`src/hw/cpuPkg.sv`:
```
package cpuPkg;

    localparam int DataWidth    = 32;  // Machine word
    localparam int RegAddrWidth = 5;   // Register index
    localparam int ImemBytes    = 1024;
    localparam int DmemBytes    = 1024;
    localparam int MaxSteps     = 256; // Step budget per run
    localparam int StepWidth    = 9;   // Holds 0..MaxSteps

    localparam logic [5:0] OpRType = 6'b000000;
    localparam logic [5:0] OpAddi  = 6'b001000;
    localparam logic [5:0] OpLw    = 6'b100011;
    localparam logic [5:0] OpSw    = 6'b101011;
    localparam logic [5:0] OpBeq   = 6'b000100;
    localparam logic [5:0] OpBne   = 6'b000101;
    localparam logic [5:0] OpJ     = 6'b000010;
    localparam logic [5:0] OpHalt  = 6'b111111; // Ends a run

    localparam logic [5:0] FnAdd = 6'b100000;
    localparam logic [5:0] FnSub = 6'b100010;
    localparam logic [5:0] FnAnd = 6'b100100;
    localparam logic [5:0] FnOr  = 6'b100101;
    localparam logic [5:0] FnSlt = 6'b101010;

    typedef enum logic [2:0] {
        AluAnd = 3'b000,
        AluOr  = 3'b001,
        AluAdd = 3'b010,
        AluSub = 3'b110,  // Bit 2 inverts operand B
        AluSlt = 3'b111
    } aluOp_e;

    typedef logic [DataWidth-1:0]    word_t;
    typedef logic [RegAddrWidth-1:0] regAddr_t;

    typedef union packed {
        struct packed {
            logic [5:0] opcode;
            regAddr_t   rs;
            regAddr_t   rt;
            regAddr_t   rd;
            logic [4:0] shamt;  // Unused by this subset
            logic [5:0] funct;
        } rFields;
        struct packed {
            logic [5:0]  opcode;
            regAddr_t    rs;
            regAddr_t    rt;
            logic [15:0] imm;
        } iFields;
    } instr_u;

    typedef enum logic [1:0] {Idle, Run, Done} runState_e;

endpackage

```
`src/hw/stepCounter.sv`:
```
`timescale 1ns/1ns
module stepCounter (
    input  logic                         Clk,
    input  logic                         reset,
    input  logic                         clear,     // Run request level
    input  logic                         step,      // Instruction commits this cycle
    output logic [cpuPkg::StepWidth-1:0] retired,
    output logic                         budgetHit,
    output logic                         overrun
);

    logic clearQ;      // Previous clear level
    logic clearPulse;  // Rising edge marks run start

    assign clearPulse = clear && !clearQ;
    assign budgetHit  = (retired == cpuPkg::StepWidth'(cpuPkg::MaxSteps));

    always_ff @(posedge Clk) begin
        if (reset) begin
            clearQ  <= 1'b0;
            retired <= '0;
            overrun <= 1'b0;
        end else begin
            clearQ <= clear;
            if (clearPulse) begin
                retired <= '0;
                overrun <= 1'b0;
            end else begin
                if (step) begin
                    retired <= retired + cpuPkg::StepWidth'(1);
                end
                if (budgetHit) begin
                    overrun <= 1'b1;  // Sticky until next run
                end
            end
        end
    end

endmodule

```
`config.mk`:
```
export PLATFORM = sky130hd
export DESIGN_NAME = stepCounter
export DESIGN_NICKNAME = d
export VERILOG_FILES = /design/src/hw/cpuPkg.sv /design/src/hw/stepCounter.sv
export SDC_FILE = /design/constraint.sdc
export NUM_CORES = 1
export LEC_CHECK = 0
export BUFFER_PORTS_ARGS = -buffer_cell sky130_fd_sc_hd__buf_4
export CORE_MARGIN = 4
export CORE_UTILIZATION = 30
export CTS_BUF_LIST = sky130_fd_sc_hd__clkbuf_8
export DETAILED_ROUTE_END_ITERATION = 10
export SLEW_MARGIN = 20
export SYNTH_ARGS = -nofsm -noshare
export SYNTH_HDL_FRONTEND = slang
export SYNTH_SLANG_ARGS = --single-unit
```
`constraint.sdc`:
```
create_clock -name Clk -period 1.25 [get_ports Clk]
set_clock_uncertainty 0.1 [all_clocks]
set_input_delay 0.125 -clock Clk [delete_from_list [all_inputs] [get_ports Clk]]
set_output_delay 0.125 -clock Clk [all_outputs]
set_load 0.1 [all_outputs]
```
==> flow_summary.ini <==
[global_routing]
grt_pass1_vias = 462
antenna_found_initial = 0
gr-total-overflow = 0
grt_usage_pct = 12.7
grt_max_degree = 10
grt_pass1_wl_um = 2060

[sta]
tns_ns = -0.869
setup_ws_ns = -0.364
drv_slew = 0
setup_violations = 6
fmax_mhz = 620
period_minus_slack_ns = 1.61
hold_ws_ns = 0.0158
rsz0062_at_grt = true
relSlewSlack_pct = 81.6
final_hold_viol_count = 0
tightest_slew_ns = 0.279
fin_crit_sh_pct = 129

[power_and_ir_drop]
combPwrFrac_pct = 12.6
p_per_area_mw_per_mm2 = 857
total_power_mw = 0.797
ir_drop_uv = 861
p_sw_mw = 0.193
p_leak_nw = 0.399
internal-power_mw = 0.604
clkPwrFrac_pct = 44.0
switching_share_pct = 24.2
pwr-share-seq_pct = 43.4

[setup_path]
crit_family = simple AND/OR/NAND/NOR gates
worstSetupPathType = register to output pin
cpMaxStageDelayCell = dfxtp_4
cp_num_buf_inv = 2
cpPeakStageDelay_ns = 0.34
cp.required_ns = 1.02
start_kind = register
crit_path_end_kind = output pin
crit_path_max_fanout = 2
crit_chain = inv_2 -> ha_2 -> nor4b_4 -> and4b_4 -> buf_12
cp.arrival_ns = 1.39

[drt]
wirelength_um = 1230
drc = 0
ant_nets = 0
wl_per_cell_um = 12.1
drtIter0Drc = 3
first_pass_iters = 4
vias = 490
viasPerCell = 4.85

[logic_synthesis]
synth_cell_types = 17
syn_avg_cell_area_um2 = 9.37
synth_warnings = 0
syn_nets = 57
ys_seq_area_share_pct = 46.1
syn_inst = 51
synthesis.area_um2 = 478
ys_ff_latch = 11

[cells_and_area]
mostFrequentLayoutCell = buf_4
nets = 92
drive_gt1_share_pct = 60.0
area_growth_pct = 94.5
diodes = 0
final_cell_mix = buf_4, nor2_1, dfxtp_4
final_util_pct = 61.7

[placed_design]
hpwl_um = 827
port_buffers = 14
gp_congestion = 0.761

[status]
status = finished, violations left
violations = negative setup slack

[clock_network]
h-tree-depth = 1
cts_root_buf = clkbuf_8
cts_tree = yes
clkLatencyLatePin_ns = 0.23
cts.path.max_buffers = 2
clock-sinks = 11
cts_buffers = 3
clkTransAtPathRegs_ns = 0.05

[floorplanning]
fp.dieW_um = 47.9
die-height_um = 47.9
dieArea_mm2 = 0.00230
core.rowCount = 14
initial_core_util_pct = 31.7
core_mm2 = 0.00151
ios = 15

[worst_hold_path]
hold_path.class = input port to register

[run]
cap_violations = 0
layer usage:
layer / share of wire, % / vias up / GRT usage [%]
met3: 4.5 / 0 / 3.38
li1: - / 251 / -
met2: 48 / 13 / 21.6
met4: 0 / 0 / 3.23
met1: 47 / 226 / 15.7
met5: 0 / - / 0
what timing repair did:
| item | CTS | global route |
|---|---|---|
| resized for setup | 13 | 9 |
| hold buffers | 1 | 0 |
| gates cloned | 0 | 0 |
| setup endpoints to repair | 7 | 11 |
| endpoints found under the hold margin | 1 | 0 |
| setup buffers | 3 | 5 |
| pin swaps | 10 | 5 |
cell families (layout without fill, tap and decap cells):
family | count (synthesis) | in the layout | share of synthesized area [%]
adder cells (fa/ha/maj) | 2 | 2 | 5.23
AND/OR/NAND/NOR | 20 | 20 | 24.9
flip-flops | 11 | 11 | 46.1
multiplexers | 1 | 1 | 2.09
AO/OA/AOI/OAI | 10 | 10 | 12.0
XOR/XNOR | 4 | 4 | 7.33
buffers and inverters | 3 | 37 | 2.36
tightest hold or removal path: cells and delay by family:
kind	cells	cell delay (ns)
and+or+nand+nor	1	0.08
buffers and inverters	2	0.12
synthesized netlist by cell type:
library cell | n | area (um2)
nand4_1 | 2 | 12.5
mux2i_1 | 1 | 10.0
and4b_1 | 1 | 10.0
nor4b_1 | 1 | 8.76
nor2_1 | 7 | 26.3
a21oi_1 | 4 | 20.0
nand2_1 | 3 | 11.3
ha_1 | 2 | 25.0
inv_1 | 3 | 11.3
xor2_1 | 3 | 26.3
or3_1 | 4 | 25.0
o21ai_0 | 4 | 20.0
o21ba_2 | 1 | 10.0
o21bai_1 | 1 | 7.51
dfxtp_1 | 11 | 220
nand4_2 | 2 | 25.0
xnor2_1 | 1 | 8.76
through the flow:
step	instances	setup WS [ns]	area, um2
floorplan	51	-0.424	538
global placement	89	-0.213	723
detailed placement	89	-0.207	723
CTS	97	-0.368	867
global route	101	-0.437	930
finish	101	-0.364	930
area by class of cell:
| cell class | instances | area, um2 |
|---|---|---|
| Clock buffer | 3 | 41.3 |
| Clock inverter | 1 | 3.75 |
| Fill cell | 135 | 577 |
| Inverter | 3 | 11.3 |
| Multi-Input combinational cell | 37 | 308 |
| Sequential cell | 11 | 249 |
| Tap cell | 16 | 20.0 |
| Timing Repair Buffer | 30 | 297 |
flip-flops by register name, indices dropped and copies added, names as in the netlist:
signal and count:
retired 9, overrun 1, clearQ 1
worst paths after layout:
check / from / slack (ns) / cells after the start / to
worst max-delay path: retired[1] / -0.36 / 5 / budgetHit
worst min-delay path: clear / 0.02 / 3 / clearQ
worst max register to register: retired[1] / -0.21 / 7 / overrun
worst min register to register: retired[7] / 0.40 / 2 / retired[7]
power groups by stage:
stage,logic (mW),registers [mW],clock network [mW]
3_3_place_gp,0.0837,0.353,0
3_5_place_dp,0.0835,0.353,0
4_1_cts,0.103,0.346,0.357
5_1_grt,0.107,0.347,0.387
2_1_floorplan,0.0219,0.383,0
6_report,0.100,0.346,0.351
Note: power is estimated with default switching activity, not from simulation.
