==> src/hw/cpuPkg.sv <==
package cpuPkg;

    localparam int DataWidth    = 32;  // Machine word
    localparam int RegAddrWidth = 5;   // Register index
    localparam int ImemBytes    = 1024;
    localparam int DmemBytes    = 1024;
    localparam int MaxSteps     = 256; // Step budget per run
    localparam int StepWidth    = 9;   // Holds 0..MaxSteps

    localparam logic [5:0] OpRType = 6'b000000;
    localparam logic [5:0] OpAddi  = 6'b001000;
    localparam logic [5:0] OpLw    = 6'b100011;
    localparam logic [5:0] OpSw    = 6'b101011;
    localparam logic [5:0] OpBeq   = 6'b000100;
    localparam logic [5:0] OpBne   = 6'b000101;
    localparam logic [5:0] OpJ     = 6'b000010;
    localparam logic [5:0] OpHalt  = 6'b111111; // Ends a run

    localparam logic [5:0] FnAdd = 6'b100000;
    localparam logic [5:0] FnSub = 6'b100010;
    localparam logic [5:0] FnAnd = 6'b100100;
    localparam logic [5:0] FnOr  = 6'b100101;
    localparam logic [5:0] FnSlt = 6'b101010;

    typedef enum logic [2:0] {
        AluAnd = 3'b000,
        AluOr  = 3'b001,
        AluAdd = 3'b010,
        AluSub = 3'b110,  // Bit 2 inverts operand B
        AluSlt = 3'b111
    } aluOp_e;

    typedef logic [DataWidth-1:0]    word_t;
    typedef logic [RegAddrWidth-1:0] regAddr_t;

    typedef union packed {
        struct packed {
            logic [5:0] opcode;
            regAddr_t   rs;
            regAddr_t   rt;
            regAddr_t   rd;
            logic [4:0] shamt;  // Unused by this subset
            logic [5:0] funct;
        } rFields;
        struct packed {
            logic [5:0]  opcode;
            regAddr_t    rs;
            regAddr_t    rt;
            logic [15:0] imm;
        } iFields;
    } instr_u;

    typedef enum logic [1:0] {Idle, Run, Done} runState_e;

endpackage

==> src/hw/cpuCtrlIf.sv <==
`timescale 1ns/1ns
interface cpuCtrlIf;

    logic           regDst;    // 1 selects rd
    logic           aluSrc;    // 1 selects immediate
    logic           memWrite;
    logic           memToReg;
    logic           regWrite;
    logic           beq;
    logic           bne;
    logic           jump;
    cpuPkg::aluOp_e aluOp;
    logic           halt;      // HALT opcode in fetch slot
    logic           active;    // Current instruction may commit

    modport decoder (output regDst, aluSrc, memWrite, memToReg, regWrite,
                      beq, bne, jump, aluOp, halt);
    modport seq     (input halt, output active);
    modport fetch   (input beq, bne, jump, halt, active);
    modport exec    (input aluSrc, aluOp, regDst, regWrite, memToReg, memWrite,
                      active);

endinterface

==> src/hw/runControl.sv <==
`timescale 1ns/1ns
module runControl (
    input  logic     Clk,
    input  logic     reset,
    input  logic     runReq,
    output logic     runAck,
    input  logic     budgetHit,
    cpuCtrlIf.seq    ctrl
);

    cpuPkg::runState_e state;

    always_ff @(posedge Clk) begin
        if (reset) begin
            state <= cpuPkg::Idle;
        end else begin
            case (state)
                cpuPkg::Idle: begin
                    if (runReq && !runAck) begin  // New request, previous ack gone
                        state <= cpuPkg::Run;
                    end
                end
                cpuPkg::Run: begin
                    if (ctrl.halt || budgetHit) begin // HALT fetched or budget spent
                        state <= cpuPkg::Done;
                    end
                end
                cpuPkg::Done: begin
                    if (!runReq) begin  // Requester released
                        state <= cpuPkg::Idle;
                    end
                end
                default: state <= cpuPkg::Idle;
            endcase
        end
    end

    assign runAck = (state == cpuPkg::Done); // High from cycle after the last step

    // The ending instruction itself must not commit
    assign ctrl.active = (state == cpuPkg::Run) && !ctrl.halt && !budgetHit;

endmodule

==> src/flat_wrapper.sv <==
// flat-port wrapper written by rule: the top's interface ports become plain ports
module runControl_flat 
  (Clk, reset, runReq, runAck, budgetHit, ctrl_halt, ctrl_active);
  cpuCtrlIf ctrl_i ();
  input  logic Clk;
  input  logic reset;
  input  logic runReq;
  output logic runAck;
  input  logic budgetHit;
  input wire logic [$bits(ctrl_i.halt)-1:0] ctrl_halt;
  output wire logic [$bits(ctrl_i.active)-1:0] ctrl_active;
  assign ctrl_i.halt = ctrl_halt;
  assign ctrl_active = ctrl_i.active;
  runControl u_core (.Clk(Clk), .reset(reset), .runReq(runReq), .runAck(runAck), .budgetHit(budgetHit), .ctrl(ctrl_i));
endmodule
==> config.mk <==
export PLATFORM = sky130hd
export DESIGN_NAME = runControl_flat
export DESIGN_NICKNAME = d
export VERILOG_FILES = /design/src/hw/cpuPkg.sv /design/src/hw/cpuCtrlIf.sv /design/src/hw/runControl.sv /design/src/flat_wrapper.sv
export SDC_FILE = /design/constraint.sdc
export NUM_CORES = 1
export LEC_CHECK = 0
export ABC_AREA = 0
export BUFFER_PORTS_ARGS = -buffer_cell sky130_fd_sc_hd__buf_2
export CORE_AREA = 2 2 39 41
export CTS_BUF_LIST = sky130_fd_sc_hd__clkbuf_16
export DETAILED_ROUTE_END_ITERATION = 12
export DIE_AREA = 0 0 41 43
export HOLD_SLACK_MARGIN = 0.06
export PLACE_DENSITY = 0.35
export SLEW_MARGIN = 25
export SYNTH_ARGS = -nofsm -noshare
export SYNTH_HDL_FRONTEND = slang
export SYNTH_SLANG_ARGS = --single-unit
export TNS_END_PERCENT = 1
==> constraint.sdc <==
create_clock -name Clk -period 2 [get_ports Clk]
set_input_delay 0.5 -clock Clk [delete_from_list [all_inputs] [get_ports Clk]]
set_output_delay 0.5 -clock Clk [all_outputs]
set_load 0.005 [all_outputs]
==> summary.txt <==
Clock network
  • CTS Buffer Depth: 2
  • CTS H-tree lvls: 1
  • CTS tree: yes
  • Post-CTS Setup Inserts: 0
  • Clock Sink Count: 2
  • Cts repair resizes: 0
  • Worst-Skew Late Latency: 0.22 ns
  • Worst-path clk slew: 0.03 ns
  • CTS root buf: clkbuf_16
  • Num CTS Buffers: 3
  • Hold_buf cts: 0

Min path
  • Hold-critical path endpoint: u_core.state[1]$_SDFFE_PP0P_
  • Hold Path Cell Cnt: 2
  • Hold Startpoint: reset
  • HP Class: in -> reg

Yosys
  • Number of enable flip-flop cells after synthesis: 0
  • FF+latch count, synth: 2
  • Syn Area/Cell: 8.99 µm²
  • Synth Net Count: 16
  • Cells after Synth: 11
  • Register area share after synthesis: 40.5%
  • Mapped cell area: 98.8 µm²
  • Synth warnings: 0
  • Netlist cell types: 9
  • Post-synth top area share: 40.5%
  • Main synth FF type: dfxtp_1
  • Synth top area cells: dfxtp_1 (41%), a21oi_2 (8.9%), and2b_2 (8.9%), or3b_1 (8.9%), a211oi_1 (7.6%)
  • Synth top cells by count: dfxtp_1 (2), nor2_1 (2)
  • Post-synth ARST share: 0%
  • Largest area contributor in the netlist: dfxtp_1

Critical path
  • Critical-path top delay cell: nor2_1
  • Reg-to-reg slack, setup: 1.09 ns
  • WS Path Type: in -> out
  • Critical Path End Type: primary output
  • Worst EP required: 1.50 ns
  • WP data arrival: 1.00 ns
  • Critical Path, Cell by Cell: buf_2 -> nor2_1 -> nand2_1 -> nor2_1 -> buf_2
  • Max incr delay on CP: 0.12 ns
  • Worst Setup Start Kind: input pin
  • Reg2Reg Depth: 2
  • RR Endpoint: u_core.state[1]$_SDFFE_PP0P_
  • CP max FO: 2
  • Reg-to-reg startpoint: u_core.state[0]$_SDFFE_PP0P_

STA
  • Endpoints failing hold: 0
  • Setup Skew: 0.00112 ns
  • Upper clock frequency limit: 0.666 GHz
  • RSZ-0062 raised after global routing: no
  • Slew Limit Fails: 0
  • Final worst-path cycle share: 75.0%
  • Setup TNS: 0 ns
  • Slew @ Worst Pin: 0.178 ns
  • Final setup fails: 0
  • Min cycle time layout: 1.50 ns
  • Max transition margin: 88.1%

Power
  • Power density over the cells: 1620 mW/mm²
  • Leak: 0.101 nW
  • Maximum VDD drop: 0.000469 V
  • Total power: 0.363 mW

Flow run
  • Max Cap Viol: 0

Placement
  • IO buf count: 6
  • Placer Congestion: 0.538
  • Detail Placement HPWL: 234 µm

Finish
  • Max reg flops: 2
  • Ant diodes: 0
  • Biggest register: u_core.state
  • Fin nets: 27
  • Area Growth Syn to Fin: 127%
  • Final Util: 16.2%
  • Largest regs: u_core.state x2
  • Share of layout cells above drive strength 1: 55.0%

Die
  • Num rows: 14
  • Die height: 43 µm
  • CORE AREA: 0.00138 mm²
  • Die X: 41 µm
  • Initial core utilization: 7.14%
  • Die area: 0.00176 mm²
  • Ports: 7

Route
  • 1st-pass router iterations: 4
  • Drt wl/cell: 8.92 µm
  • Vias: 117
  • Routed WL: 321 µm
  • Post-route ant nets: 0
  • Via density: 3.25
  • DRC viols: 0
  • 1st-iter DRT viols: 1

GRT
  • First-pass GRT wire length: 503 µm
  • Vias in the first global route: 129
  • Gr usage total: 5.21%
  • Gr ovfl total: 0
  • Initial antenna violation count: 0
  • Pin count of the biggest net entering global routing: 6

Outcome
  • Status: finished clean
-- logic make-up (layout without fill, tap and decap cells) --
kind of cell | count (synthesis) | after routing | synth area share (%)
buf+inv | 0 | 9 | 0
simple gates | 7 | 7 | 43.0
compound gates | 2 | 2 | 16.5
flops | 2 | 2 | 40.5
-- layer usage --
layer	vias to the layer above	part of all wire (%)	track usage (%)
met5	-	0	0
met4	0	5.9	10.0
met3	2	13	2.62
met2	9	36	5.63
met1	49	44	4.47
li1	57	-	-
-- power breakdown --
group          internal [mW]  total [mW]  leakage (nW)  switching, mW
sequential            0.0429      0.0453        0.0165        0.00243
combinational        0.00858      0.0144        0.0475        0.00583
clock                  0.255       0.303        0.0370         0.0486
-- placed cells by master, fill, tap and decap left out --
| master | netlist | routed |
|---|---|---|
| buf_2 | 0 | 6 |
| and2b_2 | 1 | 1 |
| nand2b_1 | 1 | 1 |
| or3b_1 | 1 | 1 |
| nor2_1 | 2 | 2 |
| nand2_1 | 1 | 1 |
| dfxtp_1 | 2 | 2 |
| a211oi_1 | 1 | 1 |
| nand3b_1 | 1 | 1 |
| clkbuf_16 | 0 | 3 |
| a21oi_2 | 1 | 1 |
-- worst max-delay path by stage --
| stage | from | endpoint | slack (ns) | depth (start not counted) |
|---|---|---|---|---|
| after floorplan | ctrl_halt | ctrl_active | 0.72 | 3 |
| after global placement | ctrl_halt | ctrl_active | 0.51 | 5 |
| after detailed placement | ctrl_halt | ctrl_active | 0.49 | 5 |
| after CTS | ctrl_halt | ctrl_active | 0.49 | 5 |
| after global routing | ctrl_halt | ctrl_active | 0.45 | 5 |
| final | ctrl_halt | ctrl_active | 0.50 | 5 |
-- cell type report --
cell class / instances / area, µm²
clock buffer: 3 / 75.1
timing repair buffer: 6 / 30.0
sequential: 2 / 40.0
tap: 16 / 20.0
fill: 158 / 1160
multi-input combinational: 9 / 58.8
-- per-stage QoR --
step,setup slack (ns),hold WS [ns],area (µm²),instances
floorplan,0.719,0.447,98.8,11
global placement,0.510,0.465,149,33
detailed placement,0.493,0.485,149,33
CTS,0.488,0.463,224,36
global route,0.450,0.470,224,36
finish,0.499,0.464,224,36
-- worst max-delay path: cells and delay by family --
family | cells | cell delay (ns)
buffers and inverters | 2 | 0.21
AND/OR/NAND/NOR | 3 | 0.29
Power figures use the tool's default switching activity.
