`config.mk`:
```
export PLATFORM = sky130hd
export DESIGN_NAME = executeUnit_flat
export DESIGN_NICKNAME = d
export VERILOG_FILES = /design/src/hw/cpuPkg.sv /design/src/hw/cpuCtrlIf.sv /design/src/hw/executeUnit.sv /design/src/flat_wrapper.sv
export SDC_FILE = /design/constraint.sdc
export NUM_CORES = 1
export LEC_CHECK = 0
export ABC_AREA = 0
export ABC_CLOCK_PERIOD_IN_PS = 16200
export BUFFER_PORTS_ARGS = -buffer_cell sky130_fd_sc_hd__buf_2
export CAP_MARGIN = 40
export CORE_MARGIN = 2
export CORE_UTILIZATION = 50
export DETAILED_ROUTE_END_ITERATION = 8
export PLACE_DENSITY_LB_ADDON = 0.2
export SYNTH_ARGS = -nofsm -noshare
export SYNTH_HDL_FRONTEND = slang
export SYNTH_SLANG_ARGS = --single-unit
```
`constraint.sdc`:
```
create_clock -name vclk -period 16.2
set_clock_uncertainty 0.15 [all_clocks]
set_input_delay 3.24 -clock vclk [all_inputs]
set_output_delay 3.24 -clock vclk [all_outputs]
set_load 0.01 [all_outputs]
```
`src/hw/cpuPkg.sv`:
```
package cpuPkg;

    localparam int DataWidth    = 32;  // Machine word
    localparam int RegAddrWidth = 5;   // Register index
    localparam int ImemBytes    = 1024;
    localparam int DmemBytes    = 1024;
    localparam int MaxSteps     = 256; // Step budget per run
    localparam int StepWidth    = 9;   // Holds 0..MaxSteps

    localparam logic [5:0] OpRType = 6'b000000;
    localparam logic [5:0] OpAddi  = 6'b001000;
    localparam logic [5:0] OpLw    = 6'b100011;
    localparam logic [5:0] OpSw    = 6'b101011;
    localparam logic [5:0] OpBeq   = 6'b000100;
    localparam logic [5:0] OpBne   = 6'b000101;
    localparam logic [5:0] OpJ     = 6'b000010;
    localparam logic [5:0] OpHalt  = 6'b111111; // Ends a run

    localparam logic [5:0] FnAdd = 6'b100000;
    localparam logic [5:0] FnSub = 6'b100010;
    localparam logic [5:0] FnAnd = 6'b100100;
    localparam logic [5:0] FnOr  = 6'b100101;
    localparam logic [5:0] FnSlt = 6'b101010;

    typedef enum logic [2:0] {
        AluAnd = 3'b000,
        AluOr  = 3'b001,
        AluAdd = 3'b010,
        AluSub = 3'b110,  // Bit 2 inverts operand B
        AluSlt = 3'b111
    } aluOp_e;

    typedef logic [DataWidth-1:0]    word_t;
    typedef logic [RegAddrWidth-1:0] regAddr_t;

    typedef union packed {
        struct packed {
            logic [5:0] opcode;
            regAddr_t   rs;
            regAddr_t   rt;
            regAddr_t   rd;
            logic [4:0] shamt;  // Unused by this subset
            logic [5:0] funct;
        } rFields;
        struct packed {
            logic [5:0]  opcode;
            regAddr_t    rs;
            regAddr_t    rt;
            logic [15:0] imm;
        } iFields;
    } instr_u;

    typedef enum logic [1:0] {Idle, Run, Done} runState_e;

endpackage

```
`src/hw/cpuCtrlIf.sv`:
```
`timescale 1ns/1ns
interface cpuCtrlIf;

    logic           regDst;    // 1 selects rd
    logic           aluSrc;    // 1 selects immediate
    logic           memWrite;
    logic           memToReg;
    logic           regWrite;
    logic           beq;
    logic           bne;
    logic           jump;
    cpuPkg::aluOp_e aluOp;
    logic           halt;      // HALT opcode in fetch slot
    logic           active;    // Current instruction may commit

    modport decoder (output regDst, aluSrc, memWrite, memToReg, regWrite,
                      beq, bne, jump, aluOp, halt);
    modport seq     (input halt, output active);
    modport fetch   (input beq, bne, jump, halt, active);
    modport exec    (input aluSrc, aluOp, regDst, regWrite, memToReg, memWrite,
                      active);

endinterface

```
`src/hw/executeUnit.sv`:
```
`timescale 1ns/1ns
module executeUnit (
    input  cpuPkg::instr_u instr,
    input  cpuPkg::word_t  readA,
    input  cpuPkg::word_t  readB,
    output cpuPkg::word_t  aluResult,
    output logic           zero,
    cpuCtrlIf.exec         ctrl
);

    cpuPkg::word_t immExt;
    cpuPkg::word_t opB;

    assign immExt = {{16{instr.iFields.imm[15]}}, instr.iFields.imm};
    assign opB    = ctrl.aluSrc ? immExt : readB;  // Immediate or rt

    always_comb begin
        case (ctrl.aluOp)
            cpuPkg::AluAnd: aluResult = readA & opB;
            cpuPkg::AluOr:  aluResult = readA | opB;
            cpuPkg::AluAdd: aluResult = readA + opB;
            cpuPkg::AluSub: aluResult = readA - opB;
            cpuPkg::AluSlt: begin
                // Signed compare
                aluResult = ($signed(readA) < $signed(opB)) ? 32'd1 : 32'd0;
            end
            default:        aluResult = '0;
        endcase
    end

    assign zero = (aluResult == '0);  // Branch compare

endmodule

```
`src/flat_wrapper.sv`:
```
// flat-port wrapper written by rule: the top's interface ports become plain ports
module executeUnit_flat 
  (instr, readA, readB, aluResult, zero, ctrl_aluSrc, ctrl_aluOp, ctrl_regDst, ctrl_regWrite, ctrl_memToReg, ctrl_memWrite, ctrl_active);
  cpuCtrlIf ctrl_i ();
  input  cpuPkg::instr_u instr;
  input  cpuPkg::word_t readA;
  input  cpuPkg::word_t readB;
  output cpuPkg::word_t aluResult;
  output logic zero;
  input wire logic [$bits(ctrl_i.aluSrc)-1:0] ctrl_aluSrc;
  input wire logic [$bits(ctrl_i.aluOp)-1:0] ctrl_aluOp;
  input wire logic [$bits(ctrl_i.regDst)-1:0] ctrl_regDst;
  input wire logic [$bits(ctrl_i.regWrite)-1:0] ctrl_regWrite;
  input wire logic [$bits(ctrl_i.memToReg)-1:0] ctrl_memToReg;
  input wire logic [$bits(ctrl_i.memWrite)-1:0] ctrl_memWrite;
  input wire logic [$bits(ctrl_i.active)-1:0] ctrl_active;
  assign ctrl_i.aluSrc = ctrl_aluSrc;
  assign ctrl_i.aluOp = ctrl_aluOp;
  assign ctrl_i.regDst = ctrl_regDst;
  assign ctrl_i.regWrite = ctrl_regWrite;
  assign ctrl_i.memToReg = ctrl_memToReg;
  assign ctrl_i.memWrite = ctrl_memWrite;
  assign ctrl_i.active = ctrl_active;
  executeUnit u_core (.instr(instr), .readA(readA), .readB(readB), .aluResult(aluResult), .zero(zero), .ctrl(ctrl_i));
endmodule
```
==> flow_summary_export.csv <==
group,metric,value,unit
status,outcome,"finished, final reports clean",
synthesis,synth_common_cells,"107 x inv_1, 98 x ha_1, 79 x a21oi_1, 50 x nand2_1, 43 x nor2_1",
final_layout,diodes,0,
sta,maxSlewViolCount,0,
placed_design,dpl.cell_count,980,
sta,finalHoldViolCount,0,
clocking,cts_setup_buffers,0,
power_and_ir_drop,power-per-cell-area,43.3,nW/um^2
synthesis,syn_nets,966,
final_layout,nNetsFinal,1051,
sta,fmax,87.1,MHz
setup_path,worstPathRequired,12.81,ns
synthesis,yosys.area_share.simple,18.8,%
synthesis,synth.cell_area,5160,um^2
routing,drc,0,
routing,viasPerCell,6.02,
routing,drtIter0Drc,387,
grt,grt.overflow.total,0,
setup_path,critPathKind,"in2out",
setup_path,crit_fanout,17,
sta,rsz0062_at_grt,"false",
routing,drt-pass1-iter-count,4,
setup_path,cp-end-kind,"primary output",
grt,grt.total_usage,30.6,%
synthesis,synth.avg_cell_area,6.78,um^2
synthesis,yosysUniqueCellTypes,74,
synthesis,muxShareOfSynthArea,8.37,%
synthesis,yosys-top-cells-area,"ha_1 24%, mux2i_1 8.1%, inv_1 7.8%, a21oi_1 7.7%, xnor2_1 4.6%",
synthesis,yosysTopAreaCell,"ha_1",
power_and_ir_drop,vdd_drop_max,0.0201,mV
clocking,ctsHoldBuffers,0,
sta,worst_slew_pin_slew,0.813,ns
sta,finalSetupViolations,0,
synthesis,yosysMostFrequentCell,"inv_1",
placed_design,port_buffers,117,
clocking,cts-resized-gates,0,
die,initial_core_util,50.7,%
die,ioPinCount,138,
routing,wire_per_inst,17.8,um
sta,finalCriticalPeriod,11.48,ns
grt,grt_max_degree,49,
sta,period_share,70.9,%
die,rows,37,
die,die_w,106,um
synthesis,synth_compound_area_share,32.3,%
final_layout,final_cells,980,
routing,vias,5896,
synthesis,synth_fa_ha_area_share,24.5,%
synthesis,synth_top_area_share,23.8,%
synthesis,synth_warnings,0,
setup_path,cp-start-kind,"input pin",
routing,routed_wl,17400,um
setup_path,slowest_delay,0.62,ns
sta,fin_tns_setup,0,ns
final_layout,nFlopsAndLatches,0,
die,coreArea,10200,um^2
synthesis,seq_area_frac_synth,0,%
final_layout,n_fill_cell,1047,
synthesis,synthXorXnorAreaFrac,4.92,%
power_and_ir_drop,power_leakage,3.03,nW
grt,grt_pass1_wl,28600,um
placed_design,gp_congestion,0.947,
die,dieArea,11100,um^2
setup_path,cp_slowest_cell,"or4_1",
min_path,hp-class,"in2out",
run,maxCapViolations,0,
synthesis,netlist_instances,761,
placed_design,hpwl,14000,um
routing,ant_nets,0,
final_layout,seq_area,0,um^2
sta,slew_headroom,45.8,%
synthesis,synth_top_family_by_area,"compound AO/OA/AOI/OAI gates",
setup_path,critical_path.top_delay_family,"simple AND/OR/NAND/NOR gates",
final_layout,nClkBuffers,0,
final_layout,utilization,57.1,%
setup_path,cp_cell_sequence,"buf_2 > mux2i_1 > inv_1 > ha_1 > fa_1 > a21o_1 > nand3_1 > nand3_1 > o31ai_1 > mux2i_1 > nand2_1 > or4_1 > nor4_1 > nand4b_1 > nor4_2 > nand4b_1 > nor4_2 > buf_2",
final_layout,syn_to_final_growth,12.7,%
setup_path,cp.arrival,8.09,ns
grt,grt_pass1_vias,5745,
grt,grt_antenna_before_repair,0,
die,die_h,106,um
final_layout,drive_gt1_share,16.5,%
setup_path,cp.buffers_inverters,3,
-- layout by cell type, fill, tap and decap left out, drive strengths merged, types with 6 or more instances in the layout --
cell,netlist,final
buf,5,124
inv,107,107
ha,98,98
a21oi,79,79
nand2,50,50
nor2,43,43
mux2i,42,42
o21ai,34,34
xnor2,27,27
nor3,23,23
o22ai,17,17
a21o,15,15
a211oi,15,15
nand3,13,13
o31ai,11,11
nor2b,10,10
a31oi,10,10
nand2b,8,8
nor4,8,8
o21bai,7,7
a211o,6,6
or2,6,6
-- cell families after synthesis --
kind of cell / count (synthesis)
muxes: 43
adders and majority gates: 100
buffers and inverters: 150
xor gates and xnor gates: 29
AOI/OAI and AO/OA: 250
and+or+nand+nor: 189
-- final timing paths --
check,startpoint,end,slack (ns),cells past startpoint
setup / recovery,ctrl_aluSrc,zero,4.72,18
hold / removal,readA[1],aluResult[1],6.94,4
-- metrics by stage --
stage / total power, mW / setup WS (ns) / area [um^2] / hold slack (ns)
final: 0.251 / 4.72 / 5810 / 6.94
after global routing: 0.276 / 4.36 / 5810 / 6.98
after CTS: 0.247 / 4.72 / 5810 / 6.94
after detailed placement: 0.246 / 4.72 / 5810 / 6.93
after global placement: 0.242 / 4.91 / 5800 / 6.92
after floorplan: 0.176 / 5.40 / 5160 / 6.58
-- per-layer routing --
| layer | share of wire, % | GRT usage, % |
|---|---|---|
| met1 | 45 | 41.2 |
| met2 | 48 | 54.7 |
| met3 | 5.9 | 0.928 |
| met4 | 1.3 | 6.02 |
| met5 | 0 | 0 |
-- worst min-delay path, stage by stage --
cell	delay, ns
buf_2	0.16
fa_1	0.18
a21o_1	0.13
buf_2	0.14
-- where the power goes --
part | internal (mW) | switching [mW]
logic | 0.0986 | 0.153
clock network | 0 | 0
registers | 0 | 0
-- area by class of cell --
type | count | area, um^2 | share of cell area (%)
Inverter | 109 | 409 | 7.04
Multi-Input combinational cell | 611 | 4590 | 78.9
Tap cell | 136 | 170 | 2.93
Timing Repair Buffer | 124 | 646 | 11.1
Power figures use the tool's default switching activity.
