--- src/hw/cpuPkg.sv ---
package cpuPkg;

    localparam int DataWidth    = 32;  // Machine word
    localparam int RegAddrWidth = 5;   // Register index
    localparam int ImemBytes    = 1024;
    localparam int DmemBytes    = 1024;
    localparam int MaxSteps     = 256; // Step budget per run
    localparam int StepWidth    = 9;   // Holds 0..MaxSteps

    localparam logic [5:0] OpRType = 6'b000000;
    localparam logic [5:0] OpAddi  = 6'b001000;
    localparam logic [5:0] OpLw    = 6'b100011;
    localparam logic [5:0] OpSw    = 6'b101011;
    localparam logic [5:0] OpBeq   = 6'b000100;
    localparam logic [5:0] OpBne   = 6'b000101;
    localparam logic [5:0] OpJ     = 6'b000010;
    localparam logic [5:0] OpHalt  = 6'b111111; // Ends a run

    localparam logic [5:0] FnAdd = 6'b100000;
    localparam logic [5:0] FnSub = 6'b100010;
    localparam logic [5:0] FnAnd = 6'b100100;
    localparam logic [5:0] FnOr  = 6'b100101;
    localparam logic [5:0] FnSlt = 6'b101010;

    typedef enum logic [2:0] {
        AluAnd = 3'b000,
        AluOr  = 3'b001,
        AluAdd = 3'b010,
        AluSub = 3'b110,  // Bit 2 inverts operand B
        AluSlt = 3'b111
    } aluOp_e;

    typedef logic [DataWidth-1:0]    word_t;
    typedef logic [RegAddrWidth-1:0] regAddr_t;

    typedef union packed {
        struct packed {
            logic [5:0] opcode;
            regAddr_t   rs;
            regAddr_t   rt;
            regAddr_t   rd;
            logic [4:0] shamt;  // Unused by this subset
            logic [5:0] funct;
        } rFields;
        struct packed {
            logic [5:0]  opcode;
            regAddr_t    rs;
            regAddr_t    rt;
            logic [15:0] imm;
        } iFields;
    } instr_u;

    typedef enum logic [1:0] {Idle, Run, Done} runState_e;

endpackage

--- src/hw/cpuCtrlIf.sv ---
`timescale 1ns/1ns
interface cpuCtrlIf;

    logic           regDst;    // 1 selects rd
    logic           aluSrc;    // 1 selects immediate
    logic           memWrite;
    logic           memToReg;
    logic           regWrite;
    logic           beq;
    logic           bne;
    logic           jump;
    cpuPkg::aluOp_e aluOp;
    logic           halt;      // HALT opcode in fetch slot
    logic           active;    // Current instruction may commit

    modport decoder (output regDst, aluSrc, memWrite, memToReg, regWrite,
                      beq, bne, jump, aluOp, halt);
    modport seq     (input halt, output active);
    modport fetch   (input beq, bne, jump, halt, active);
    modport exec    (input aluSrc, aluOp, regDst, regWrite, memToReg, memWrite,
                      active);

endinterface

--- src/hw/instrDecoder.sv ---
`timescale 1ns/1ns
module instrDecoder (
    input  cpuPkg::instr_u instr,
    cpuCtrlIf.decoder      ctrl
);

    always_comb begin
        ctrl.regDst   = 1'b0;  // Safe defaults, no side effects
        ctrl.aluSrc   = 1'b0;
        ctrl.memWrite = 1'b0;
        ctrl.memToReg = 1'b0;
        ctrl.regWrite = 1'b0;
        ctrl.beq      = 1'b0;
        ctrl.bne      = 1'b0;
        ctrl.jump     = 1'b0;
        ctrl.halt     = 1'b0;
        ctrl.aluOp    = cpuPkg::AluAnd;

        case (instr.rFields.opcode)
            cpuPkg::OpRType: begin
                ctrl.regDst   = 1'b1;
                ctrl.regWrite = 1'b1;
                case (instr.rFields.funct)
                    cpuPkg::FnAdd: ctrl.aluOp = cpuPkg::AluAdd;
                    cpuPkg::FnSub: ctrl.aluOp = cpuPkg::AluSub;
                    cpuPkg::FnAnd: ctrl.aluOp = cpuPkg::AluAnd;
                    cpuPkg::FnOr:  ctrl.aluOp = cpuPkg::AluOr;
                    cpuPkg::FnSlt: ctrl.aluOp = cpuPkg::AluSlt;
                    default:       ctrl.regWrite = 1'b0; // Unknown funct, no write
                endcase
            end
            cpuPkg::OpAddi: begin
                ctrl.aluSrc   = 1'b1;
                ctrl.regWrite = 1'b1;
                ctrl.aluOp    = cpuPkg::AluAdd;
            end
            cpuPkg::OpLw: begin
                ctrl.aluSrc   = 1'b1;
                ctrl.memToReg = 1'b1;
                ctrl.regWrite = 1'b1;
                ctrl.aluOp    = cpuPkg::AluAdd;  // Base plus offset
            end
            cpuPkg::OpSw: begin
                ctrl.aluSrc   = 1'b1;
                ctrl.memWrite = 1'b1;
                ctrl.aluOp    = cpuPkg::AluAdd;
            end
            cpuPkg::OpBeq: begin
                ctrl.beq   = 1'b1;
                ctrl.aluOp = cpuPkg::AluSub;     // Compare via zero
            end
            cpuPkg::OpBne: begin
                ctrl.bne   = 1'b1;
                ctrl.aluOp = cpuPkg::AluSub;
            end
            cpuPkg::OpJ:    ctrl.jump = 1'b1;
            cpuPkg::OpHalt: ctrl.halt = 1'b1;
            default: begin
                ctrl.halt = 1'b0;  // Unknown opcode acts as a no-op
            end
        endcase
    end

endmodule

--- src/flat_wrapper.sv ---
// flat-port wrapper written by rule: the top's interface ports become plain ports
module instrDecoder_flat 
  (instr, ctrl_regDst, ctrl_aluSrc, ctrl_memWrite, ctrl_memToReg, ctrl_regWrite, ctrl_beq, ctrl_bne, ctrl_jump, ctrl_aluOp, ctrl_halt);
  cpuCtrlIf ctrl_i ();
  input  cpuPkg::instr_u instr;
  output wire logic [$bits(ctrl_i.regDst)-1:0] ctrl_regDst;
  output wire logic [$bits(ctrl_i.aluSrc)-1:0] ctrl_aluSrc;
  output wire logic [$bits(ctrl_i.memWrite)-1:0] ctrl_memWrite;
  output wire logic [$bits(ctrl_i.memToReg)-1:0] ctrl_memToReg;
  output wire logic [$bits(ctrl_i.regWrite)-1:0] ctrl_regWrite;
  output wire logic [$bits(ctrl_i.beq)-1:0] ctrl_beq;
  output wire logic [$bits(ctrl_i.bne)-1:0] ctrl_bne;
  output wire logic [$bits(ctrl_i.jump)-1:0] ctrl_jump;
  output wire logic [$bits(ctrl_i.aluOp)-1:0] ctrl_aluOp;
  output wire logic [$bits(ctrl_i.halt)-1:0] ctrl_halt;
  assign ctrl_regDst = ctrl_i.regDst;
  assign ctrl_aluSrc = ctrl_i.aluSrc;
  assign ctrl_memWrite = ctrl_i.memWrite;
  assign ctrl_memToReg = ctrl_i.memToReg;
  assign ctrl_regWrite = ctrl_i.regWrite;
  assign ctrl_beq = ctrl_i.beq;
  assign ctrl_bne = ctrl_i.bne;
  assign ctrl_jump = ctrl_i.jump;
  assign ctrl_aluOp = ctrl_i.aluOp;
  assign ctrl_halt = ctrl_i.halt;
  instrDecoder u_core (.instr(instr), .ctrl(ctrl_i));
endmodule
--- config.mk ---
export PLATFORM = sky130hd
export DESIGN_NAME = instrDecoder_flat
export DESIGN_NICKNAME = d
export VERILOG_FILES = /design/src/hw/cpuPkg.sv /design/src/hw/cpuCtrlIf.sv /design/src/hw/instrDecoder.sv /design/src/flat_wrapper.sv
export SDC_FILE = /design/constraint.sdc
export NUM_CORES = 1
export LEC_CHECK = 0
export ABC_CLOCK_PERIOD_IN_PS = 1900
export BUFFER_PORTS_ARGS = -buffer_cell sky130_fd_sc_hd__buf_2
export CAP_MARGIN = 20
export CORE_AREA = 4 4 41 43
export DETAILED_ROUTE_END_ITERATION = 8
export DIE_AREA = 0 0 45 47
export PLACE_DENSITY = 0.58
export RECOVER_POWER = 100
export SLEW_MARGIN = 20
export SYNTH_ARGS = -nofsm -noshare
export SYNTH_HDL_FRONTEND = slang
export SYNTH_SLANG_ARGS = --single-unit
--- constraint.sdc ---
create_clock -name vclk -period 1.9
set_clock_uncertainty 0.2 [all_clocks]
set_input_delay 0.38 -clock vclk [all_inputs]
set_output_delay 0.38 -clock vclk [all_outputs]
set_load 0.005 [all_outputs]
==> impl_metrics.toml <==
[outcome]
status = "complete, but fails checks"
violations = "setup timing"

[worst_setup_path]
cp_max_fo = 2
cp-start-kind = "input port"
worstPathArrival_ns = 1.46
setup.worst_path.class = "input port to output port"
worst_path_largest_cell_delay_ns = 0.54
crit_required_ns = 1.32
cp-end-kind = "output port"
crit_slowest_cell = "or4b_4"
path_cells = "buf_6 > or4b_4 > o21a_1 > o32ai_2 > buf_2"

[timing]
period_needed_ns = 2.044
grt_setup_unrepaired = "yes"
max_freq_ghz = 0.4893
timing.final.ws_setup_ns = -0.1438
worst_hold_slack_ns = 0.8598
worstMarginPinSlew_ns = 0.2271
post-route-period-util_pct = 107.6
tns_ns = -0.2858
slew_violations = 0
hold_viol = 0
final-setup-viol-count = 4
maxSlewHeadroom_pct = 84.62

[clock_tree]
ctsHoldBuffers = 0

[logic_synthesis]
avgSynthCellArea_um2 = 6.220
yosys-top-cells-area = "nor2_1, and2b_2, o32ai_2"
syn_area_um2 = 217.7
syn_nets = 67
yosys_warnings = 0
synthCells = 35
ys_types = 22
ys_seq_area_share_pct = 0
yosysMostFrequentCell = "nor2_1"
synthTopCellsByCount = "nor2_1, nand3_1"
synth_top_area_cell = "nor2_1"
synth.top_cell.area_share_pct = 12.07

[global_route]
grt_max_degree = 6
grt_usage_pct = 8.346
grt-ovfl-total = 0
antenna_found_initial = 0
grt_pass1_wl_um = 1414
grt_pass1_vias = 352

[power_and_ir_drop]
switchingPower_mw = 0.03026
p_per_area_nw_per_um2 = 146.3
leakage_nw = 0.2516
total_power_mw = 0.06954
p_int_mw = 0.03929
combPwrFrac_pct = 100.0
ir_drop_v = 0.00004745
clkPwrFrac_pct = 0
seqPwrFrac_pct = 0
swShare_pct = 43.51

[job]
drv_cap = 0

[place]
placed_area_um2 = 454.2
gp_congestion = 0.7046
numPortBuffers = 24
place.detailed.hpwl_um = 768.6

[layout]
clkbuf_count = 0
n_fill_cell = 145
seq_cell_count = 0
drive_above_1_share_pct = 58.33
design_area_um2 = 475.5
nets = 106
antenna_cells = 0
seqCellArea_um2 = 0
area_delta_synth_final_pct = 118.4
fin_util_pct = 36.54
multiInputGateArea_um2 = 224.0

[drt]
drtIter0Drc = 1
routed_wl_um = 851
ant_nets = 0
dr.pass1.iters = 2
wire_per_inst_um = 9.782
vias_per_cell = 4.333
post-route-drc-count = 0
num_vias = 377

[worst_hold_path]
hold-path-endpoint = "ctrl_aluSrc"
min_path_type = "input port to output port"
holdCritStartpoint = "instr[30]"
hold_depth = 3

[floorplan]
die_y_um = 47
initial_core_util_pct = 16.73
rows = 13
die_area_um2 = 2115
ios = 44
die_w_um = 45
core-area_um2 = 1301
-- layer usage --
layer | global-route usage, % | wire length [µm] | vias up
met5 | 0 | 0 | -
met4 | 0 | 0 | 0
met3 | 0.3831 | 104 | 0
met2 | 15.25 | 352 | 17
met1 | 11.49 | 394 | 154
li1 | - | - | 206
-- through the flow --
stage / std cells / worst slack [ns]
after global placement: 87 / -0.1807
after floorplan: 35 / 0.07691
after global routing: 87 / -0.1737
after detailed placement: 87 / -0.1763
after CTS: 87 / -0.1483
final: 87 / -0.1438
-- cells by family after synthesis --
group	count (synthesis)	synth area share [%]
AO/OA/AOI/OAI	8	28.17
buffers and inverters	2	3.450
AND/OR/NAND/NOR	25	68.40
-- cell usage in the layout (no fill, tap or decap), types with 3 or more instances in the layout --
| cell type | count |
|---|---|
| clkbuf_1 | 3 |
| buf_4 | 10 |
| buf_2 | 21 |
| buf_6 | 3 |
| nand3_1 | 3 |
| nor2_1 | 7 |
-- area by class of cell --
| type | instances | area share (%) |
|---|---|---|
| multi-input cells | 33 | 47.11 |
| inverters | 2 | 1.579 |
| well taps | 15 | 3.947 |
| repair buffers | 37 | 47.37 |
-- power by group through the flow --
stage | Combinational (mW) | Sequential [mW] | Clock (mW)
final | 0.0695 | 0 | 0
after global routing | 0.0771 | 0 | 0
after CTS | 0.0730 | 0 | 0
after detailed placement | 0.0650 | 0 | 0
after global placement | 0.0637 | 0 | 0
after floorplan | 0.0190 | 0 | 0
-- timing repair --
action,CTS,global route
pin swaps,4,3
resized for setup,8,3
endpoints found under the setup margin,4,5
setup buffers,0,0
-- worst max path at each step --
| stage | from | slack, ns | endpoint | depth (start not counted) |
|---|---|---|---|---|
| final | instr[31] | -0.14 | ctrl_regWrite | 5 |
| after global routing | instr[31] | -0.17 | ctrl_regWrite | 5 |
| after CTS | instr[31] | -0.15 | ctrl_regWrite | 5 |
| after detailed placement | instr[31] | -0.18 | ctrl_regWrite | 5 |
| after global placement | instr[31] | -0.18 | ctrl_regWrite | 5 |
| after floorplan | instr[31] | 0.08 | ctrl_regWrite | 3 |
-- worst max-delay path: cells and delay by family --
| kind | cells | cell delay (ns) |
|---|---|---|
| simple gates | 1 | 0.54 |
| compound gates | 2 | 0.31 |
| buf+inv | 2 | 0.24 |
No activity file was read; power rests on OpenSTA's default activity.
