[src/hw/cpuPkg.sv]
package cpuPkg;

    localparam int DataWidth    = 32;  // Machine word
    localparam int RegAddrWidth = 5;   // Register index
    localparam int ImemBytes    = 1024;
    localparam int DmemBytes    = 1024;
    localparam int MaxSteps     = 256; // Step budget per run
    localparam int StepWidth    = 9;   // Holds 0..MaxSteps

    localparam logic [5:0] OpRType = 6'b000000;
    localparam logic [5:0] OpAddi  = 6'b001000;
    localparam logic [5:0] OpLw    = 6'b100011;
    localparam logic [5:0] OpSw    = 6'b101011;
    localparam logic [5:0] OpBeq   = 6'b000100;
    localparam logic [5:0] OpBne   = 6'b000101;
    localparam logic [5:0] OpJ     = 6'b000010;
    localparam logic [5:0] OpHalt  = 6'b111111; // Ends a run

    localparam logic [5:0] FnAdd = 6'b100000;
    localparam logic [5:0] FnSub = 6'b100010;
    localparam logic [5:0] FnAnd = 6'b100100;
    localparam logic [5:0] FnOr  = 6'b100101;
    localparam logic [5:0] FnSlt = 6'b101010;

    typedef enum logic [2:0] {
        AluAnd = 3'b000,
        AluOr  = 3'b001,
        AluAdd = 3'b010,
        AluSub = 3'b110,  // Bit 2 inverts operand B
        AluSlt = 3'b111
    } aluOp_e;

    typedef logic [DataWidth-1:0]    word_t;
    typedef logic [RegAddrWidth-1:0] regAddr_t;

    typedef union packed {
        struct packed {
            logic [5:0] opcode;
            regAddr_t   rs;
            regAddr_t   rt;
            regAddr_t   rd;
            logic [4:0] shamt;  // Unused by this subset
            logic [5:0] funct;
        } rFields;
        struct packed {
            logic [5:0]  opcode;
            regAddr_t    rs;
            regAddr_t    rt;
            logic [15:0] imm;
        } iFields;
    } instr_u;

    typedef enum logic [1:0] {Idle, Run, Done} runState_e;

endpackage

[src/hw/cpuCtrlIf.sv]
`timescale 1ns/1ns
interface cpuCtrlIf;

    logic           regDst;    // 1 selects rd
    logic           aluSrc;    // 1 selects immediate
    logic           memWrite;
    logic           memToReg;
    logic           regWrite;
    logic           beq;
    logic           bne;
    logic           jump;
    cpuPkg::aluOp_e aluOp;
    logic           halt;      // HALT opcode in fetch slot
    logic           active;    // Current instruction may commit

    modport decoder (output regDst, aluSrc, memWrite, memToReg, regWrite,
                      beq, bne, jump, aluOp, halt);
    modport seq     (input halt, output active);
    modport fetch   (input beq, bne, jump, halt, active);
    modport exec    (input aluSrc, aluOp, regDst, regWrite, memToReg, memWrite,
                      active);

endinterface

[src/hw/regFile.sv]
`timescale 1ns/1ns
module regFile (
    input  logic           Clk,
    input  cpuPkg::instr_u instr,
    input  cpuPkg::word_t  aluResult,
    input  cpuPkg::word_t  memData,
    output cpuPkg::word_t  readA,
    output cpuPkg::word_t  readB,
    cpuCtrlIf.exec         ctrl
);

    cpuPkg::word_t    regs [2**cpuPkg::RegAddrWidth];
    cpuPkg::regAddr_t wAddr;
    cpuPkg::word_t    wData;

    assign wAddr = ctrl.regDst ? instr.rFields.rd : instr.rFields.rt;  // R-type vs I-type
    assign wData = ctrl.memToReg ? memData : aluResult;

    assign readA = (instr.rFields.rs == '0) ? '0 : regs[instr.rFields.rs];  // r0 is zero
    assign readB = (instr.rFields.rt == '0) ? '0 : regs[instr.rFields.rt];

    always_ff @(posedge Clk) begin
        if (ctrl.active && ctrl.regWrite && (wAddr != '0)) begin
            regs[wAddr] <= wData;
        end
    end

endmodule

[src/flat_wrapper.sv]
// flat-port wrapper written by rule: the top's interface ports become plain ports
module regFile_flat 
  (Clk, instr, aluResult, memData, readA, readB, ctrl_aluSrc, ctrl_aluOp, ctrl_regDst, ctrl_regWrite, ctrl_memToReg, ctrl_memWrite, ctrl_active);
  cpuCtrlIf ctrl_i ();
  input  logic Clk;
  input  cpuPkg::instr_u instr;
  input  cpuPkg::word_t aluResult;
  input  cpuPkg::word_t memData;
  output cpuPkg::word_t readA;
  output cpuPkg::word_t readB;
  input wire logic [$bits(ctrl_i.aluSrc)-1:0] ctrl_aluSrc;
  input wire logic [$bits(ctrl_i.aluOp)-1:0] ctrl_aluOp;
  input wire logic [$bits(ctrl_i.regDst)-1:0] ctrl_regDst;
  input wire logic [$bits(ctrl_i.regWrite)-1:0] ctrl_regWrite;
  input wire logic [$bits(ctrl_i.memToReg)-1:0] ctrl_memToReg;
  input wire logic [$bits(ctrl_i.memWrite)-1:0] ctrl_memWrite;
  input wire logic [$bits(ctrl_i.active)-1:0] ctrl_active;
  assign ctrl_i.aluSrc = ctrl_aluSrc;
  assign ctrl_i.aluOp = ctrl_aluOp;
  assign ctrl_i.regDst = ctrl_regDst;
  assign ctrl_i.regWrite = ctrl_regWrite;
  assign ctrl_i.memToReg = ctrl_memToReg;
  assign ctrl_i.memWrite = ctrl_memWrite;
  assign ctrl_i.active = ctrl_active;
  regFile u_core (.Clk(Clk), .instr(instr), .aluResult(aluResult), .memData(memData), .readA(readA), .readB(readB), .ctrl(ctrl_i));
endmodule
[config.mk]
export PLATFORM = sky130hd
export DESIGN_NAME = regFile_flat
export DESIGN_NICKNAME = d
export VERILOG_FILES = /design/src/hw/cpuPkg.sv /design/src/hw/cpuCtrlIf.sv /design/src/hw/regFile.sv /design/src/flat_wrapper.sv
export SDC_FILE = /design/constraint.sdc
export NUM_CORES = 1
export LEC_CHECK = 0
export BUFFER_PORTS_ARGS = -buffer_cell sky130_fd_sc_hd__buf_2
export CAP_MARGIN = 25
export CORE_MARGIN = 1.5
export CORE_UTILIZATION = 25
export DETAILED_ROUTE_END_ITERATION = 6
export PLACE_DENSITY_LB_ADDON = 0.25
export SYNTH_ARGS = -nofsm -noshare
export SYNTH_HDL_FRONTEND = slang
export SYNTH_SLANG_ARGS = --single-unit
[constraint.sdc]
create_clock -name Clk -period 5.15 [get_ports Clk]
set_input_delay 1.03 -clock Clk [delete_from_list [all_inputs] [get_ports Clk]]
set_output_delay 1.03 -clock Clk [all_outputs]
set_load 0.01 [all_outputs]
==> summary.txt, run 1 <==
STA
  – Slew margin rel.: 35.94%
  – Unrepaired setup endpoints after global routing: false
  – Final period util: 88.31%
  – Top achievable clock speed: 219.9 MHz
  – Fin. max-slew vios: 0
  – Final setup viols: 0
  – Min Tclk post-route: 4.548 ns
  – Slew at the pin closest to its max-slew limit: 0.9586 ns
  – Sum of negative setup slack: 0 ns
  – Final-report hold violation count: 0

Worst hold path
  – HP Start: aluResult[13]
  – Hold WC Path Type: in2reg
  – Hold Path Sink: u_core.regs[7][13]$_DFFE_PP_
  – Hold path depth: 2

Clock network
  – Clock Sink Count: 1024
  – Clock buffer count from CTS: 109
  – CTS tree: yes
  – Clk slew on worst S/H paths: 0.06 ns
  – H-tree levels: 3
  – Hold Buf Count CTS: 0
  – CTS Buffer Depth: 3
  – Setup repair bufs after CTS: 0
  – Root Driver: clkbuf_16
  – Post-cts resize count: 0

Layout
  – Post-route cell area: 0.05659 sq mm
  – Number of flip-flops in the largest register: 1024
  – Multi-input gate area: 0.01643 sq mm
  – Most frequent cells in the layout: edfxtp_1 (1024), mux4_2 (446), buf_4 (145)
  – Commonest non-fill, non-tap cell in the layout: edfxtp_1
  – Register with the most flip-flops: u_core.regs
  – P&R area growth vs syn: 17.60%
  – Fin nets: 2834
  – Share of layout cells above drive strength 1: 38.10%
  – Seq. cell area: 0.03075 sq mm
  – Fillers: 18710
  – Top flop regs: u_core.regs x1024

Pwr
  – Clk pwr share: 40.7%
  – Switching power: 4.585 mW
  – P_int: 14.41 mW
  – Sequential Power Share: 49.4%
  – Pwr dens: 335.7 mW/mm^2
  – Maximum vdd drop: 0.0002753 V
  – Sw frac: 24.13%
  – Logic pwr share: 9.9%
  – Static leakage: 17.63 nW

Route
  – Final ANT Viol Nets: 0
  – Met1 WL: 70.64 mm
  – Wirelength per Cell: 31.62 um
  – Via density: 5.184
  – DRC Markers: 0
  – Max layer used: met5
  – DRT iter0 DRCs: 2834
  – Vias: 27640
  – Post-Route WL: 168.6 mm
  – First-pass DRT Iterations: 5
  – Metal3 WL: 9.005 mm
  – Met2 WL: 84.48 mm

Logic synthesis
  – FF+latch count, synth: 1024
  – Netlist Area Pre-Place: 0.04812 sq mm
  – Primary FF master, synth: edfxtp_1
  – Number of flops mapped to enable cells by yosys: 1024
  – Netlist cell types: 42
  – Asr flop ratio synth: 0%
  – Sequential share of the synthesized area: 63.90%
  – Avg Cell Area, Syn: 19.62 sq um
  – Synth warn: 0
  – Synthesized netlist cell count: 2453

Floorplan
  – Row count: 160
  – IO Pins: 170
  – Chip Width: 441.7 um
  – Die Area: 0.1951 sq mm
  – Die height: 441.7 um
  – Initial core utilization: 25.22%
  – Placeable Area: 0.1908 sq mm

Placement
  – Final HPWL DP: 102.6 mm
  – Final Wtd Congestion: 0.7737
  – Placed cell area: 0.05317 sq mm
  – Port Buf Inserts: 147

Critical path
  – CP Max Fanout: 22
  – CP Capture Type: primary output
  – Worst path most repeated cell: buf_4
  – Critical path arrival: 3.52 ns
  – Type of the worst setup path: in2out
  – Max incr delay on CP: 0.68 ns
  – Startpoint Class: input port
  – CP cell instances: buf_6 -> buf_4 -> or4_4 -> o21ai_1 -> a311oi_1 -> buf_4 -> buf_2
  – Worst EP required: 4.12 ns
  – CP max-delay cell: a311oi_1

Global route
  – Largest net degree at the start of global routing: 65
  – Initial antenna violation count: 11
  – Total Routing Usage GR: 16.99%
  – First-pass GRT wire length: 232.0 mm
  – Number of global-route vias before repair: 28490
  – Gr ovfl total: 0

Run
  – MaxCap Viol Count: 0

Status
  – Status: complete, no violations
[cells by family (layout without fill, tap and decap cells)]
group,count (synthesis),after routing,synth area share [%]
other cells,1,34,0.007793
buf+inv,209,544,2.746
mux,675,675,25.96
flops,1024,1024,63.90
compound gates,372,372,5.559
simple gates,172,172,1.828
[cell usage after synthesis (2+ instances only)]
master	instances	share of area, %
a211oi_1	64	1.0
a221oi_1	44	0.80
a22oi_1	64	1.0
a311oi_1	64	1.2
and2_1	33	0.43
buf_1	4	0.031
buf_2	53	0.55
buf_4	49	0.76
buf_6	36	0.84
clkbuf_1	63	0.49
edfxtp_1	1024	64
inv_2	2	0.016
mux2_2	97	2.3
mux2i_1	130	2.7
mux4_1	2	0.11
mux4_2	446	21
nand2_1	51	0.40
nand2b_1	3	0.039
nand3_1	2	0.021
nand3b_1	2	0.031
nor2_1	34	0.27
nor2_2	3	0.039
nor2b_1	34	0.44
o2111ai_1	19	0.35
o21ai_0	23	0.24
o21ai_1	91	0.95
[critical path: cells and delay by family]
kind                   cells  cell delay [ns]
buffers and inverters      4             1.08
AO/OA/AOI/OAI              2             0.88
AND/OR/NAND/NOR            1             0.48
[through the flow]
stage / util (%) / hold WS (ns) / setup WS [ns] / power (mW) / instances
CTS: 29.66 / 1.051 / 0.4752 / 19.19 / 5330
global route: 29.66 / 1.109 / 0.4907 / 19.57 / 5330
finish: 29.66 / 1.099 / 0.6020 / 19.00 / 5332
global placement: 27.87 / 1.859 / 0.4609 / 11.47 / 5128
detailed placement: 27.87 / 1.868 / 0.4933 / 11.47 / 5128
floorplan: - / 1.554 / 1.272 / 10.64 / 2484
[power by group through the flow]
| stage | combinational (mW) | clock [mW] | sequential [mW] |
|---|---|---|---|
| floorplan | 1.11 | 0 | 9.54 |
| global placement | 1.92 | 0 | 9.55 |
| detailed placement | 1.91 | 0 | 9.55 |
| CTS | 1.92 | 7.89 | 9.38 |
| global route | 1.99 | 8.20 | 9.38 |
| finish | 1.88 | 7.74 | 9.38 |
[cell type report]
type,count,area share (%)
multi-input cells,1251,29.04
clock buffers,141,5.070
diodes,2,0.008844
flip-flops and latches,1024,54.34
well taps,2511,5.552
repair buffers,339,5.006
inverters,3,0.02874
clock inverters,61,0.9596
[how the worst max path moves through the flow]
stage	endpoint	startpoint	cells past startpoint
3_3_place_gp	readA[31]	instr[21]	8
3_5_place_dp	readA[31]	instr[21]	8
6_report	readA[20]	instr[21]	7
2_1_floorplan	u_core.regs[8][0]$_DFFE_PP_	instr[18]	7
5_1_grt	readB[30]	instr[16]	7
4_1_cts	readA[20]	instr[21]	7
[layer usage]
metal,global-route usage [%],vias to the layer above
li1,-,11230
met1,22.33,15190
met2,29.27,978
met3,2.304,245
met4,4.685,2
met5,0,-
Power figures use the tool's default switching activity.
==> inputs of run 2 (changes only) <==
--- a/config.mk
+++ b/config.mk
@@ -14,3 +14,4 @@
 export SYNTH_ARGS = -nofsm -noshare
 export SYNTH_HDL_FRONTEND = slang
 export SYNTH_SLANG_ARGS = --single-unit
+export TNS_END_PERCENT = 100
==> constraint.sdc (replaced) <==
create_clock -name Clk -period 4.6 [get_ports Clk]
set_input_delay 0.92 -clock Clk [delete_from_list [all_inputs] [get_ports Clk]]
set_output_delay 0.92 -clock Clk [all_outputs]
set_load 0.01 [all_outputs]
==> run 2 against run 1 <==
Combinational power increased by 15%. Sequential share of layout area down 0.43 points. Core utilization up 0.24 points. Critical path type unchanged. Highest routed layer is now met4.
==> summary.txt, run 2 (synthesis results as in run 1) <==
Status
  – Status: complete, no violations

STA
  – Final-report hold violation count: 0
  – Slew at the pin closest to its max-slew limit: 1.112 ns
  – Unrepaired setup endpoints after global routing: false
  – Top achievable clock speed: 223.9 MHz
  – Slew margin rel.: 25.39%
  – Final period util: 97.11%
  – Fin. max-slew vios: 0
  – Final setup viols: 0
  – Min Tclk post-route: 4.467 ns
  – Sum of negative setup slack: 0 ns
  – Worst setup margin: 0.1328 ns
  – Final hold slack: 0.9534 ns

Route
  – Final ANT Viol Nets: 0
  – Vias: 27700
  – First-pass DRT Iterations: 5
  – Post-Route WL: 171.8 mm
  – Wirelength per Cell: 32.06 um
  – DRT iter0 DRCs: 2845
  – Via density: 5.172
  – DRC Markers: 0

Critical path
  – Startpoint Class: input port
  – Worst EP required: 3.68 ns
  – Critical path arrival: 3.55 ns
  – Type of the worst setup path: in2out
  – CP Max Fanout: 31
  – CP Capture Type: primary output

Layout
  – Fin nets: 2858
  – Post-layout util: 29.90%
  – Top flop regs: u_core.regs x1024
  – Seq. cell area: 0.03075 sq mm
  – Fillers: 18620
  – Multi-input gate area: 0.01644 sq mm
  – Number of flip-flops in the largest register: 1024
  – Commonest non-fill, non-tap cell in the layout: edfxtp_1
  – Share of layout cells above drive strength 1: 39.30%
  – P&R area growth vs syn: 18.53%
  – Most frequent cells in the layout: edfxtp_1 (1024), mux4_2 (446), buf_4 (152)
  – Register with the most flip-flops: u_core.regs

Clock network
  – Hold Buf Count CTS: 0
  – Clock Sink Count: 1024
  – CTS tree: yes
  – Root Driver: clkbuf_16
  – Clk slew on worst S/H paths: 0.06 ns
  – Post-cts resize count: 0
  – Clock buffer count from CTS: 109
  – H-tree levels: 3
  – CTS Buffer Depth: 3
  – Setup repair bufs after CTS: 0

Floorplan
  – IO Pins: 170
  – Die Area: 0.1951 sq mm
  – Placeable Area: 0.1908 sq mm
  – Chip Width: 441.7 um
  – Initial core utilization: 25.22%
  – Die height: 441.7 um
  – Row count: 160

Pwr
  – Maximum vdd drop: 0.0002870 V
  – Pwr dens: 374.8 mW/mm^2
  – Final Power: 21.38 mW
  – Static leakage: 17.86 nW

Worst hold path
  – Hold path depth: 4
  – Hold WC Path Type: in2reg

Global route
  – First-pass GRT wire length: 236.0 mm
  – Initial antenna violation count: 9
  – Gr ovfl total: 0
  – Largest net degree at the start of global routing: 50
  – Total Routing Usage GR: 17.28%
  – Number of global-route vias before repair: 28820

Placement
  – Final Wtd Congestion: 0.7789
  – Worst slack at placement: 0.1122 ns
  – Final HPWL DP: 104.8 mm
  – Port Buf Inserts: 147

Run
  – MaxCap Viol Count: 0
[run 2: cell types whose count changed in the layout (fill, tap and decap cells not counted), sizes merged]
cell / previous run / this run
buf: 339 / 363
clkbuf: 141 / 124
clkinv: 45 / 62
bufinv: 8 / 9
diode: 2 / 1
inv: 8 / 9
[run 2: layout make-up]
class / instances / area share, %
antenna: 1 / 0.004387
clock buffer: 124 / 4.881
clock inverter: 80 / 1.193
inverter: 3 / 0.02852
multi-input combinational: 1251 / 28.82
sequential: 1024 / 53.91
tap: 2511 / 5.508
timing repair buffer: 363 / 5.655
[run 2: final timing paths]
kind              startpoint                             to  slack [ns]
setup / recovery   instr[21]                      readA[16]        0.13
hold / removal     instr[15]  u_core.regs[13][31]$_DFFE_PP_        0.95
[run 2: report_power, final]
group          total [mW]  switching (mW)  internal, mW
combinational        2.16            1.29         0.868
clock                8.72            3.86          4.86
sequential           10.5          0.0436          10.5
[run 2: worst max-delay path: stages]
cell and delay, ns:
buf_6 0.48, nor2_4 0.35, buf_4 0.30, a221oi_1 0.32, o21ai_1 0.16, a311oi_1 0.57
buf_4 0.26, buf_2 0.14
[run 2: metrics by stage]
step | cells | area, sq um
6_report | 5357 | 57040
5_1_grt | 5356 | 57030
4_1_cts | 5356 | 57030
3_5_place_dp | 5152 | 53570
3_3_place_gp | 5152 | 53570
2_1_floorplan | 2484 | 48240
[run 2: metal layers]
metal	global-route usage (%)	wire length (um)	vias up
met5	0	0	-
met4	4.053	3890	0
met3	2.255	9568	197
met2	29.77	86010	978
met1	23.02	72290	15250
li1	-	-	11280
